--- src/design/sched_pkg.sv ---
`default_nettype none

package sched_pkg;

    // queue geometry
    localparam int IQ_DEPTH = 8;
    localparam int OCC_W = 4;

    // functional unit indices
    localparam int NUM_FU = 4;
    localparam int FU_LSU = 0;
    localparam int FU_BRU = 1;
    localparam int FU_ALU = 2;
    localparam int FU_FPU = 3;

    localparam int ROB_TAG_W = 5;
    localparam int CNT_W = 16;

    typedef logic [ROB_TAG_W-1:0] rob_tag_t;

    // tag must stay the first field, the queue slices it from the top bits
    typedef struct packed {
        rob_tag_t    tag;
        logic [5:0]  opcode;
        logic [31:0] src_a;
        logic [31:0] src_b;
    } exec_uop_t;

    typedef struct packed {
        rob_tag_t    tag;
        logic [5:0]  opcode;
        logic [31:0] base;
        logic [11:0] offset;
        logic        is_store;
    } mem_uop_t;

    typedef struct packed {
        logic        psel;
        logic        penable;
        logic        pwrite;
        logic [7:0]  paddr;
        logic [31:0] pwdata;
    } apb_req_t;

    typedef struct packed {
        logic [31:0] prdata;
        logic        pslverr;
    } apb_rsp_t;

    // register map
    localparam logic [7:0] REG_CTRL = 8'h00;
    localparam logic [7:0] REG_THRESH = 8'h04;
    localparam logic [7:0] REG_STATUS = 8'h08;
    localparam logic [7:0] REG_CNT0 = 8'h0C;
    localparam logic [7:0] REG_CNT1 = 8'h10;
    localparam logic [7:0] REG_CNT2 = 8'h14;
    localparam logic [7:0] REG_CNT3 = 8'h18;

    localparam logic [NUM_FU-1:0] CTRL_RESET = 4'hF;
    localparam logic [OCC_W-1:0] THRESH_RESET = 4'd8;

endpackage

`default_nettype wire

--- src/design/instruction_scheduler.sv ---
`timescale 1ns/1ns
`default_nettype none

module instruction_scheduler (
    input  logic                 clk_in,
    input  logic                 arst_n,
    input  logic                 flush_in,
    input  sched_pkg::apb_req_t  apb_req,
    output sched_pkg::apb_rsp_t  apb_rsp,
    // load/store unit
    input  logic                 lsu_valid,
    input  sched_pkg::mem_uop_t  lsu_uop,
    output logic                 lsu_ready,
    output logic                 lsu_issue_valid,
    output sched_pkg::mem_uop_t  lsu_issue_uop,
    input  logic                 lsu_fu_ready,
    output logic                 lsu_executing,
    output sched_pkg::rob_tag_t  lsu_executing_tag,
    // branch unit
    input  logic                 bru_valid,
    input  sched_pkg::exec_uop_t bru_uop,
    output logic                 bru_ready,
    output logic                 bru_issue_valid,
    output sched_pkg::exec_uop_t bru_issue_uop,
    input  logic                 bru_fu_ready,
    output logic                 bru_executing,
    output sched_pkg::rob_tag_t  bru_executing_tag,
    // integer unit
    input  logic                 alu_valid,
    input  sched_pkg::exec_uop_t alu_uop,
    output logic                 alu_ready,
    output logic                 alu_issue_valid,
    output sched_pkg::exec_uop_t alu_issue_uop,
    input  logic                 alu_fu_ready,
    output logic                 alu_executing,
    output sched_pkg::rob_tag_t  alu_executing_tag,
    // floating point unit
    input  logic                 fpu_valid,
    input  sched_pkg::exec_uop_t fpu_uop,
    output logic                 fpu_ready,
    output logic                 fpu_issue_valid,
    output sched_pkg::exec_uop_t fpu_issue_uop,
    input  logic                 fpu_fu_ready,
    output logic                 fpu_executing,
    output sched_pkg::rob_tag_t  fpu_executing_tag
);
    import sched_pkg::*;

    logic [OCC_W-1:0]  occupancy [NUM_FU];
    logic              issued [NUM_FU];
    logic [NUM_FU-1:0] fu_enable;
    logic [OCC_W-1:0]  thresh [NUM_FU];

    issue_queue #(.entry_t(mem_uop_t)) u_lsu_iq (
        .clk_in, .arst_n, .flush_in,
        .enq_valid(lsu_valid), .enq_uop(lsu_uop), .enq_ready(lsu_ready),
        .issue_valid(lsu_issue_valid), .issue_uop(lsu_issue_uop),
        .fu_ready(lsu_fu_ready),
        .executing(lsu_executing), .executing_tag(lsu_executing_tag),
        .enable(fu_enable[FU_LSU]), .thresh(thresh[FU_LSU]),
        .occupancy(occupancy[FU_LSU]), .issued(issued[FU_LSU])
    );

    issue_queue #(.entry_t(exec_uop_t)) u_bru_iq (
        .clk_in, .arst_n, .flush_in,
        .enq_valid(bru_valid), .enq_uop(bru_uop), .enq_ready(bru_ready),
        .issue_valid(bru_issue_valid), .issue_uop(bru_issue_uop),
        .fu_ready(bru_fu_ready),
        .executing(bru_executing), .executing_tag(bru_executing_tag),
        .enable(fu_enable[FU_BRU]), .thresh(thresh[FU_BRU]),
        .occupancy(occupancy[FU_BRU]), .issued(issued[FU_BRU])
    );

    issue_queue #(.entry_t(exec_uop_t)) u_alu_iq (
        .clk_in, .arst_n, .flush_in,
        .enq_valid(alu_valid), .enq_uop(alu_uop), .enq_ready(alu_ready),
        .issue_valid(alu_issue_valid), .issue_uop(alu_issue_uop),
        .fu_ready(alu_fu_ready),
        .executing(alu_executing), .executing_tag(alu_executing_tag),
        .enable(fu_enable[FU_ALU]), .thresh(thresh[FU_ALU]),
        .occupancy(occupancy[FU_ALU]), .issued(issued[FU_ALU])
    );

    issue_queue #(.entry_t(exec_uop_t)) u_fpu_iq (
        .clk_in, .arst_n, .flush_in,
        .enq_valid(fpu_valid), .enq_uop(fpu_uop), .enq_ready(fpu_ready),
        .issue_valid(fpu_issue_valid), .issue_uop(fpu_issue_uop),
        .fu_ready(fpu_fu_ready),
        .executing(fpu_executing), .executing_tag(fpu_executing_tag),
        .enable(fu_enable[FU_FPU]), .thresh(thresh[FU_FPU]),
        .occupancy(occupancy[FU_FPU]), .issued(issued[FU_FPU])
    );

    // enables and thresholds steer the queues, occupancy and issue pulses come back
    sched_csr u_csr (
        .clk_in,
        .arst_n,
        .apb_req,
        .apb_rsp,
        .occupancy,
        .issued,
        .fu_enable,
        .thresh
    );

endmodule

`default_nettype wire

--- src/design/issue_queue.sv ---
`timescale 1ns/1ns
`default_nettype none

module issue_queue #(
    parameter type entry_t = sched_pkg::exec_uop_t
) (
    input  logic                        clk_in,
    input  logic                        arst_n,
    input  logic                        flush_in,
    // reorder buffer side
    input  logic                        enq_valid,
    input  entry_t                      enq_uop,
    output logic                        enq_ready,
    // functional unit side
    output logic                        issue_valid,
    output entry_t                      issue_uop,
    input  logic                        fu_ready,
    output logic                        executing,
    output sched_pkg::rob_tag_t         executing_tag,
    // register block side
    input  logic                        enable,
    input  logic [sched_pkg::OCC_W-1:0] thresh,
    output logic [sched_pkg::OCC_W-1:0] occupancy,
    output logic                        issued
);
    import sched_pkg::*;

    localparam int PTR_W = $clog2(IQ_DEPTH);
    localparam int ENTRY_W = $bits(entry_t);

    entry_t             mem [IQ_DEPTH];
    logic [PTR_W-1:0]   head;
    logic [PTR_W-1:0]   tail;
    logic [OCC_W-1:0]   count;
    logic               active;
    logic               enq_fire;
    rob_tag_t           head_tag;

    // wrap pointer, depth need not be a power of two
    function automatic logic [PTR_W-1:0] next_ptr(input logic [PTR_W-1:0] ptr);
        logic [PTR_W-1:0] nxt;
        if (ptr == PTR_W'(IQ_DEPTH - 1)) begin
            nxt = '0;
        end else begin
            nxt = ptr + 1'b1;
        end
        return nxt;
    endfunction

    // ready drops early once the programmed threshold is reached
    assign enq_ready = active && (count < thresh) && (count < OCC_W'(IQ_DEPTH));
    assign enq_fire = enq_valid && enq_ready && !flush_in;

    // strictly in order, only the head may leave
    assign issue_valid = enable && (count != '0);
    assign issue_uop = mem[head];
    assign issued = issue_valid && fu_ready;

    assign head_tag = issue_uop[ENTRY_W-1 -: ROB_TAG_W];
    assign occupancy = count;

    always_ff @(posedge clk_in or negedge arst_n) begin
        if (!arst_n) begin
            head <= '0;
            tail <= '0;
            count <= '0;
            executing <= 1'b0;
            active <= 1'b0;
        end else begin
            // holds ready low until the first edge after reset release
            active <= 1'b1;
            if (flush_in) begin
                head <= '0;
                tail <= '0;
                count <= '0;
                executing <= 1'b0;
            end else begin
                if (enq_fire) begin
                    tail <= next_ptr(tail);
                end
                if (issued) begin
                    head <= next_ptr(head);
                end
                case ({enq_fire, issued})
                    2'b10: count <= count + 1'b1;
                    2'b01: count <= count - 1'b1;
                    default: count <= count;
                endcase
                executing <= issued;
            end
        end
    end

    always_ff @(posedge clk_in) begin
        if (enq_fire) begin
            mem[tail] <= enq_uop;
        end
    end

    // tag reported to the reorder buffer one cycle after issue
    always_ff @(posedge clk_in) begin
        if (issued) begin
            executing_tag <= head_tag;
        end
    end

endmodule

`default_nettype wire

--- src/design/sched_csr.sv ---
`timescale 1ns/1ns
`default_nettype none

module sched_csr (
    input  logic                         clk_in,
    input  logic                         arst_n,
    input  sched_pkg::apb_req_t          apb_req,
    output sched_pkg::apb_rsp_t          apb_rsp,
    input  logic [sched_pkg::OCC_W-1:0]  occupancy [sched_pkg::NUM_FU],
    input  logic                         issued [sched_pkg::NUM_FU],
    output logic [sched_pkg::NUM_FU-1:0] fu_enable,
    output logic [sched_pkg::OCC_W-1:0]  thresh [sched_pkg::NUM_FU]
);
    import sched_pkg::*;

    logic [CNT_W-1:0]  cnt_q [NUM_FU];
    logic              sel_ctrl;
    logic              sel_thresh;
    logic              sel_status;
    logic [NUM_FU-1:0] sel_cnt;
    logic              addr_ok;
    logic              access;
    logic              wr_ok;
    logic              slverr;
    logic [31:0]       rdata;

    // address decode
    always_comb begin
        sel_ctrl = 1'b0;
        sel_thresh = 1'b0;
        sel_status = 1'b0;
        sel_cnt = '0;
        case (apb_req.paddr)
            REG_CTRL:   sel_ctrl = 1'b1;
            REG_THRESH: sel_thresh = 1'b1;
            REG_STATUS: sel_status = 1'b1;
            REG_CNT0:   sel_cnt[0] = 1'b1;
            REG_CNT1:   sel_cnt[1] = 1'b1;
            REG_CNT2:   sel_cnt[2] = 1'b1;
            REG_CNT3:   sel_cnt[3] = 1'b1;
            default:    ;
        endcase
    end

    assign addr_ok = sel_ctrl || sel_thresh || sel_status || (|sel_cnt);
    assign access = apb_req.psel && apb_req.penable;

    // status is read only, a write there is rejected
    assign wr_ok = access && apb_req.pwrite && addr_ok && !sel_status;
    assign slverr = access && (!addr_ok || (apb_req.pwrite && sel_status));

    // read mux, one field of four bits per unit
    always_comb begin
        rdata = '0;
        if (sel_ctrl) begin
            rdata[NUM_FU-1:0] = fu_enable;
        end
        for (int i = 0; i < NUM_FU; i++) begin
            if (sel_thresh) begin
                rdata[i*OCC_W +: OCC_W] = thresh[i];
            end
            if (sel_status) begin
                rdata[i*OCC_W +: OCC_W] = occupancy[i];
            end
            if (sel_cnt[i]) begin
                rdata[CNT_W-1:0] = cnt_q[i];
            end
        end
    end

    assign apb_rsp = '{prdata: rdata, pslverr: slverr};

    always_ff @(posedge clk_in or negedge arst_n) begin
        if (!arst_n) begin
            fu_enable <= CTRL_RESET;
            for (int i = 0; i < NUM_FU; i++) begin
                thresh[i] <= THRESH_RESET;
            end
        end else if (wr_ok) begin
            if (sel_ctrl) begin
                fu_enable <= apb_req.pwdata[NUM_FU-1:0];
            end
            if (sel_thresh) begin
                for (int i = 0; i < NUM_FU; i++) begin
                    thresh[i] <= apb_req.pwdata[i*OCC_W +: OCC_W];
                end
            end
        end
    end

    // issue counters saturate, a write of any value clears
    always_ff @(posedge clk_in or negedge arst_n) begin
        if (!arst_n) begin
            for (int i = 0; i < NUM_FU; i++) begin
                cnt_q[i] <= '0;
            end
        end else begin
            for (int i = 0; i < NUM_FU; i++) begin
                if (wr_ok && sel_cnt[i]) begin
                    cnt_q[i] <= '0;
                end else if (issued[i] && (cnt_q[i] != '1)) begin
                    cnt_q[i] <= cnt_q[i] + 1'b1;
                end
            end
        end
    end

endmodule

`default_nettype wire

--- config.mk ---
export PLATFORM = sky130hd
export DESIGN_NAME = instruction_scheduler
export DESIGN_NICKNAME = d
export VERILOG_FILES = /design/src/design/sched_pkg.sv /design/src/design/instruction_scheduler.sv /design/src/design/issue_queue.sv /design/src/design/sched_csr.sv
export SDC_FILE = /design/constraint.sdc
export NUM_CORES = 2
export LEC_CHECK = 0
export BUFFER_PORTS_ARGS = -buffer_cell sky130_fd_sc_hd__buf_2
export CORE_UTILIZATION = 50
export DETAILED_ROUTE_END_ITERATION = 10
export PLACE_DENSITY = 0.68
export SETUP_SLACK_MARGIN = 0.15
export SLEW_MARGIN = 20
export SYNTH_ARGS = -nofsm -noshare
export SYNTH_HDL_FRONTEND = slang
export SYNTH_SLANG_ARGS = --single-unit
--- constraint.sdc ---
create_clock -name clk_in -period 11.4 [get_ports clk_in]
set_input_delay 0.57 -clock clk_in [delete_from_list [all_inputs] [get_ports clk_in]]
set_output_delay 0.57 -clock clk_in [all_outputs]
set_load 0.1 [all_outputs]
==> out/metrics.yaml <==
min_to: "u_fpu_iq.occupancy[1]"
clock.fmax_ghz: 0.195
wl_met2_um: 106000
synth_area_leaders: "edfxtp_1, mux4_2, mux2_2"
internal-power_mw: 14.1
ios: 681
ant_nets: 0
cpMostUsedCell: "buf_4"
rr_startpoint: "u_fpu_iq.occupancy[3]"
worst_pin_slew_ps: 1060
postSynthCellCount: 4262
min_path_type: "input pin to register"
fp.dieW_um: 434
ys_warn_count: 0
async_flop_share_pct: 5.38
status: "complete, no violations"
ys_seq_area_share_pct: 76.5
cp.required_ps: 10830
yosysTopAreaCell: "edfxtp_1"
grt_max_degree: 74
leakage_nw: 35.9
synth_edf_count: 2268
worstSetupPathType: "register to output port"
cts_buffers: 230
first_pass_iters: 6
clkLatencyLatePin_ps: 870
cts.sinks: 2397
globalplace.congestion: 0.831
clk_path_buf_depth: 3
cp-end-kind: "output port"
wl_met3_um: 11700
hold_viol: 0
start_util_pct: 50.3
place_inst: 7277
postCtsHoldBufs: 298
dp_slack_ps: 6990
drtIter0Drc: 3588
syn-cell-area_um2: 93200
period_share_pct: 45.1
post-synth-top-count-cell: "edfxtp_1"
fin_util_pct: 59.4
crit_arrival_ps: 4570
worstReg2RegEnd: "u_fpu_iq.mem[6][66]"
finalSetupViolations: 0
h-tree-depth: 4
rsz0062_at_grt: "no"
hold_ws_ps: 138
yosysUniqueCellTypes: 77
port_buffers: 648
post-dp-hpwl_um: 117000
antenna_found_initial: 30
maxSlewHeadroom_pct: 29.2
grt_usage_pct: 21.7
syn_area_per_cell_um2: 21.9
seq_power_share_pct: 54.5
ys_ff_latch: 2397
vias_per_cell: 5.67
grt_pass1_wl_um: 301000
rows: 158
coreArea_um2: 185000
dieArea_um2: 188000
route.detailed.drc: 0
peakVddDrop_mv: 0.177
die_y_um: 434
synthFlopType: "edfxtp_1"
drive_above_1_share_pct: 36.2
whs_path_depth: 3
critPathMaxFanout: 49
p_sw_share_pct: 21.0
nNetsFinal: 5706
power_density_nw_per_um2: 162
clk_pin_slew_worst_paths_ps: 60
layout.cells.non_filler: 8020
grt_pass1_vias: 47300
cts_root_buf: "clkbuf_16"
top_layer: "met5"
reg2reg_slack_ps: 7450
p_sw_mw: 3.74
path_cells: "buf_4 -> buf_4 -> mux4_2 -> mux2_2 -> buf_2"
synth_common_cells: "edfxtp_1, mux4_2, mux2_2"
cts_tree: "done"
drv_cap: 0
post-cts-setup-buffer-count: 0
comb_power_share_pct: 3.8
max_stage_delay_ps: 890
wl_per_cell_um: 25.5
syn_to_final_growth_pct: 18.0
slowest_stage: "buf_4"
setup_ws_ps: 6260
period_minus_slack_ps: 5140
via_count: 45500
synth_top_area_share_pct: 73.0
drv_slew: 0
finClkSkew_ps: 39.9
fill_cells: 13200
clkPwrFrac_pct: 41.7
critPathLaunchType: "register"
grt-ovfl-total: 0
worstRegToRegCells: 6
drt-met1-wl_um: 80300
hold_start: "flush_in"
routed_wirelength_um: 205000
setup_tns_ps: 0
post_cts_resized: 0
## cells by family after synthesis
logic type	Yosys count	share of synthesized area, %
compound gates	214	1.50
xor+xnor	51	0.479
mux	863	17.2
other cells	2	0.00805
buf+inv	250	1.18
flops	2397	76.5
simple gates	441	2.50
fa+ha+maj	44	0.623
## sequential cells by signal, summed over array words and instances (netlist names), 5 cells and up
name,count
u_lsu_iq.mem,448
u_fpu_iq.executing_tag,5
u_csr.cnt_q,64
u_lsu_iq.executing_tag,5
u_csr.thresh,16
u_bru_iq.executing_tag,5
u_alu_iq.executing_tag,5
u_bru_iq.mem,600
u_fpu_iq.mem,600
u_alu_iq.mem,600
## per-layer routing
layer	vias up	track usage, %
met5	-	0
met4	4	7.95
met3	350	4.07
met2	1397	37.2
met1	23800	27.6
li1	19900	-
## power by group through the flow
| stage | sequential, mW | combinational, mW | clock [mW] |
|---|---|---|---|
| floorplan | 9.90 | 0.360 | 0 |
| global placement | 9.89 | 0.578 | 0 |
| detailed placement | 9.89 | 0.593 | 0 |
| CTS | 9.70 | 0.690 | 7.55 |
| global route | 9.70 | 0.725 | 7.88 |
| finish | 9.70 | 0.685 | 7.42 |
## worst max path at each step
stage	from	endpoint
2_1_floorplan	u_csr.thresh[7]	u_alu_iq.mem[0][0]
3_3_place_gp	u_alu_iq.head[0]	alu_issue_uop[12]
3_5_place_dp	u_alu_iq.head[0]	alu_issue_uop[39]
4_1_cts	u_alu_iq.head[0]	alu_issue_uop[33]
5_1_grt	u_alu_iq.head[0]	alu_issue_uop[33]
6_report	u_alu_iq.head[0]	alu_issue_uop[33]
## worst max-delay path: cells and delay by family (launching register included)
kind | cells | cell delay, ps
flops | 1 | 800
buf+inv | 3 | 1920
mux | 2 | 940
## cells in the final DEF, fill, tap and decap left out, types with 12 or more instances in the layout
| cell type | n |
|---|---|
| xnor2_1 | 47 |
| o211ai_1 | 17 |
| nand3_1 | 26 |
| conb_1 | 17 |
| nand4_1 | 14 |
| mux2_2 | 290 |
| dlygate4sd3_1 | 298 |
| bufinv_16 | 20 |
| clkbuf_16 | 230 |
| diode_2 | 16 |
| nand2_1 | 107 |
| nor4_1 | 15 |
| clkinv_1 | 53 |
| or3_1 | 14 |
| mux4_2 | 562 |
| nor3_1 | 40 |
| nor2_1 | 105 |
| clkbuf_1 | 52 |
| inv_1 | 35 |
| a21oi_1 | 65 |
| o21ai_0 | 42 |
| edfxtp_1 | 2268 |
| buf_4 | 85 |
| ha_1 | 40 |
| dfrtp_1 | 109 |
| clkinv_2 | 47 |
| buf_2 | 647 |
| nor3b_1 | 12 |
| nor3_2 | 14 |
## cell type report
cell class,instances,area [µm²],share of cell area (%)
clock inverter,145,1410,1.28
multi-input combinational,1630,21100,19.1
inverter,37,139,0.126
antenna,16,40.0,0.0364
clock buffer,284,5980,5.44
tap,2480,3100,2.82
timing repair buffer,1031,6870,6.25
sequential,2397,71400,64.9
## through the flow
step,cell area (µm²),power [mW]
floorplan,93300,10.3
global placement,99600,10.5
detailed placement,99600,10.5
CTS,110000,17.9
global route,110000,18.3
finish,110000,17.8
Power figures use the tool's default switching activity.
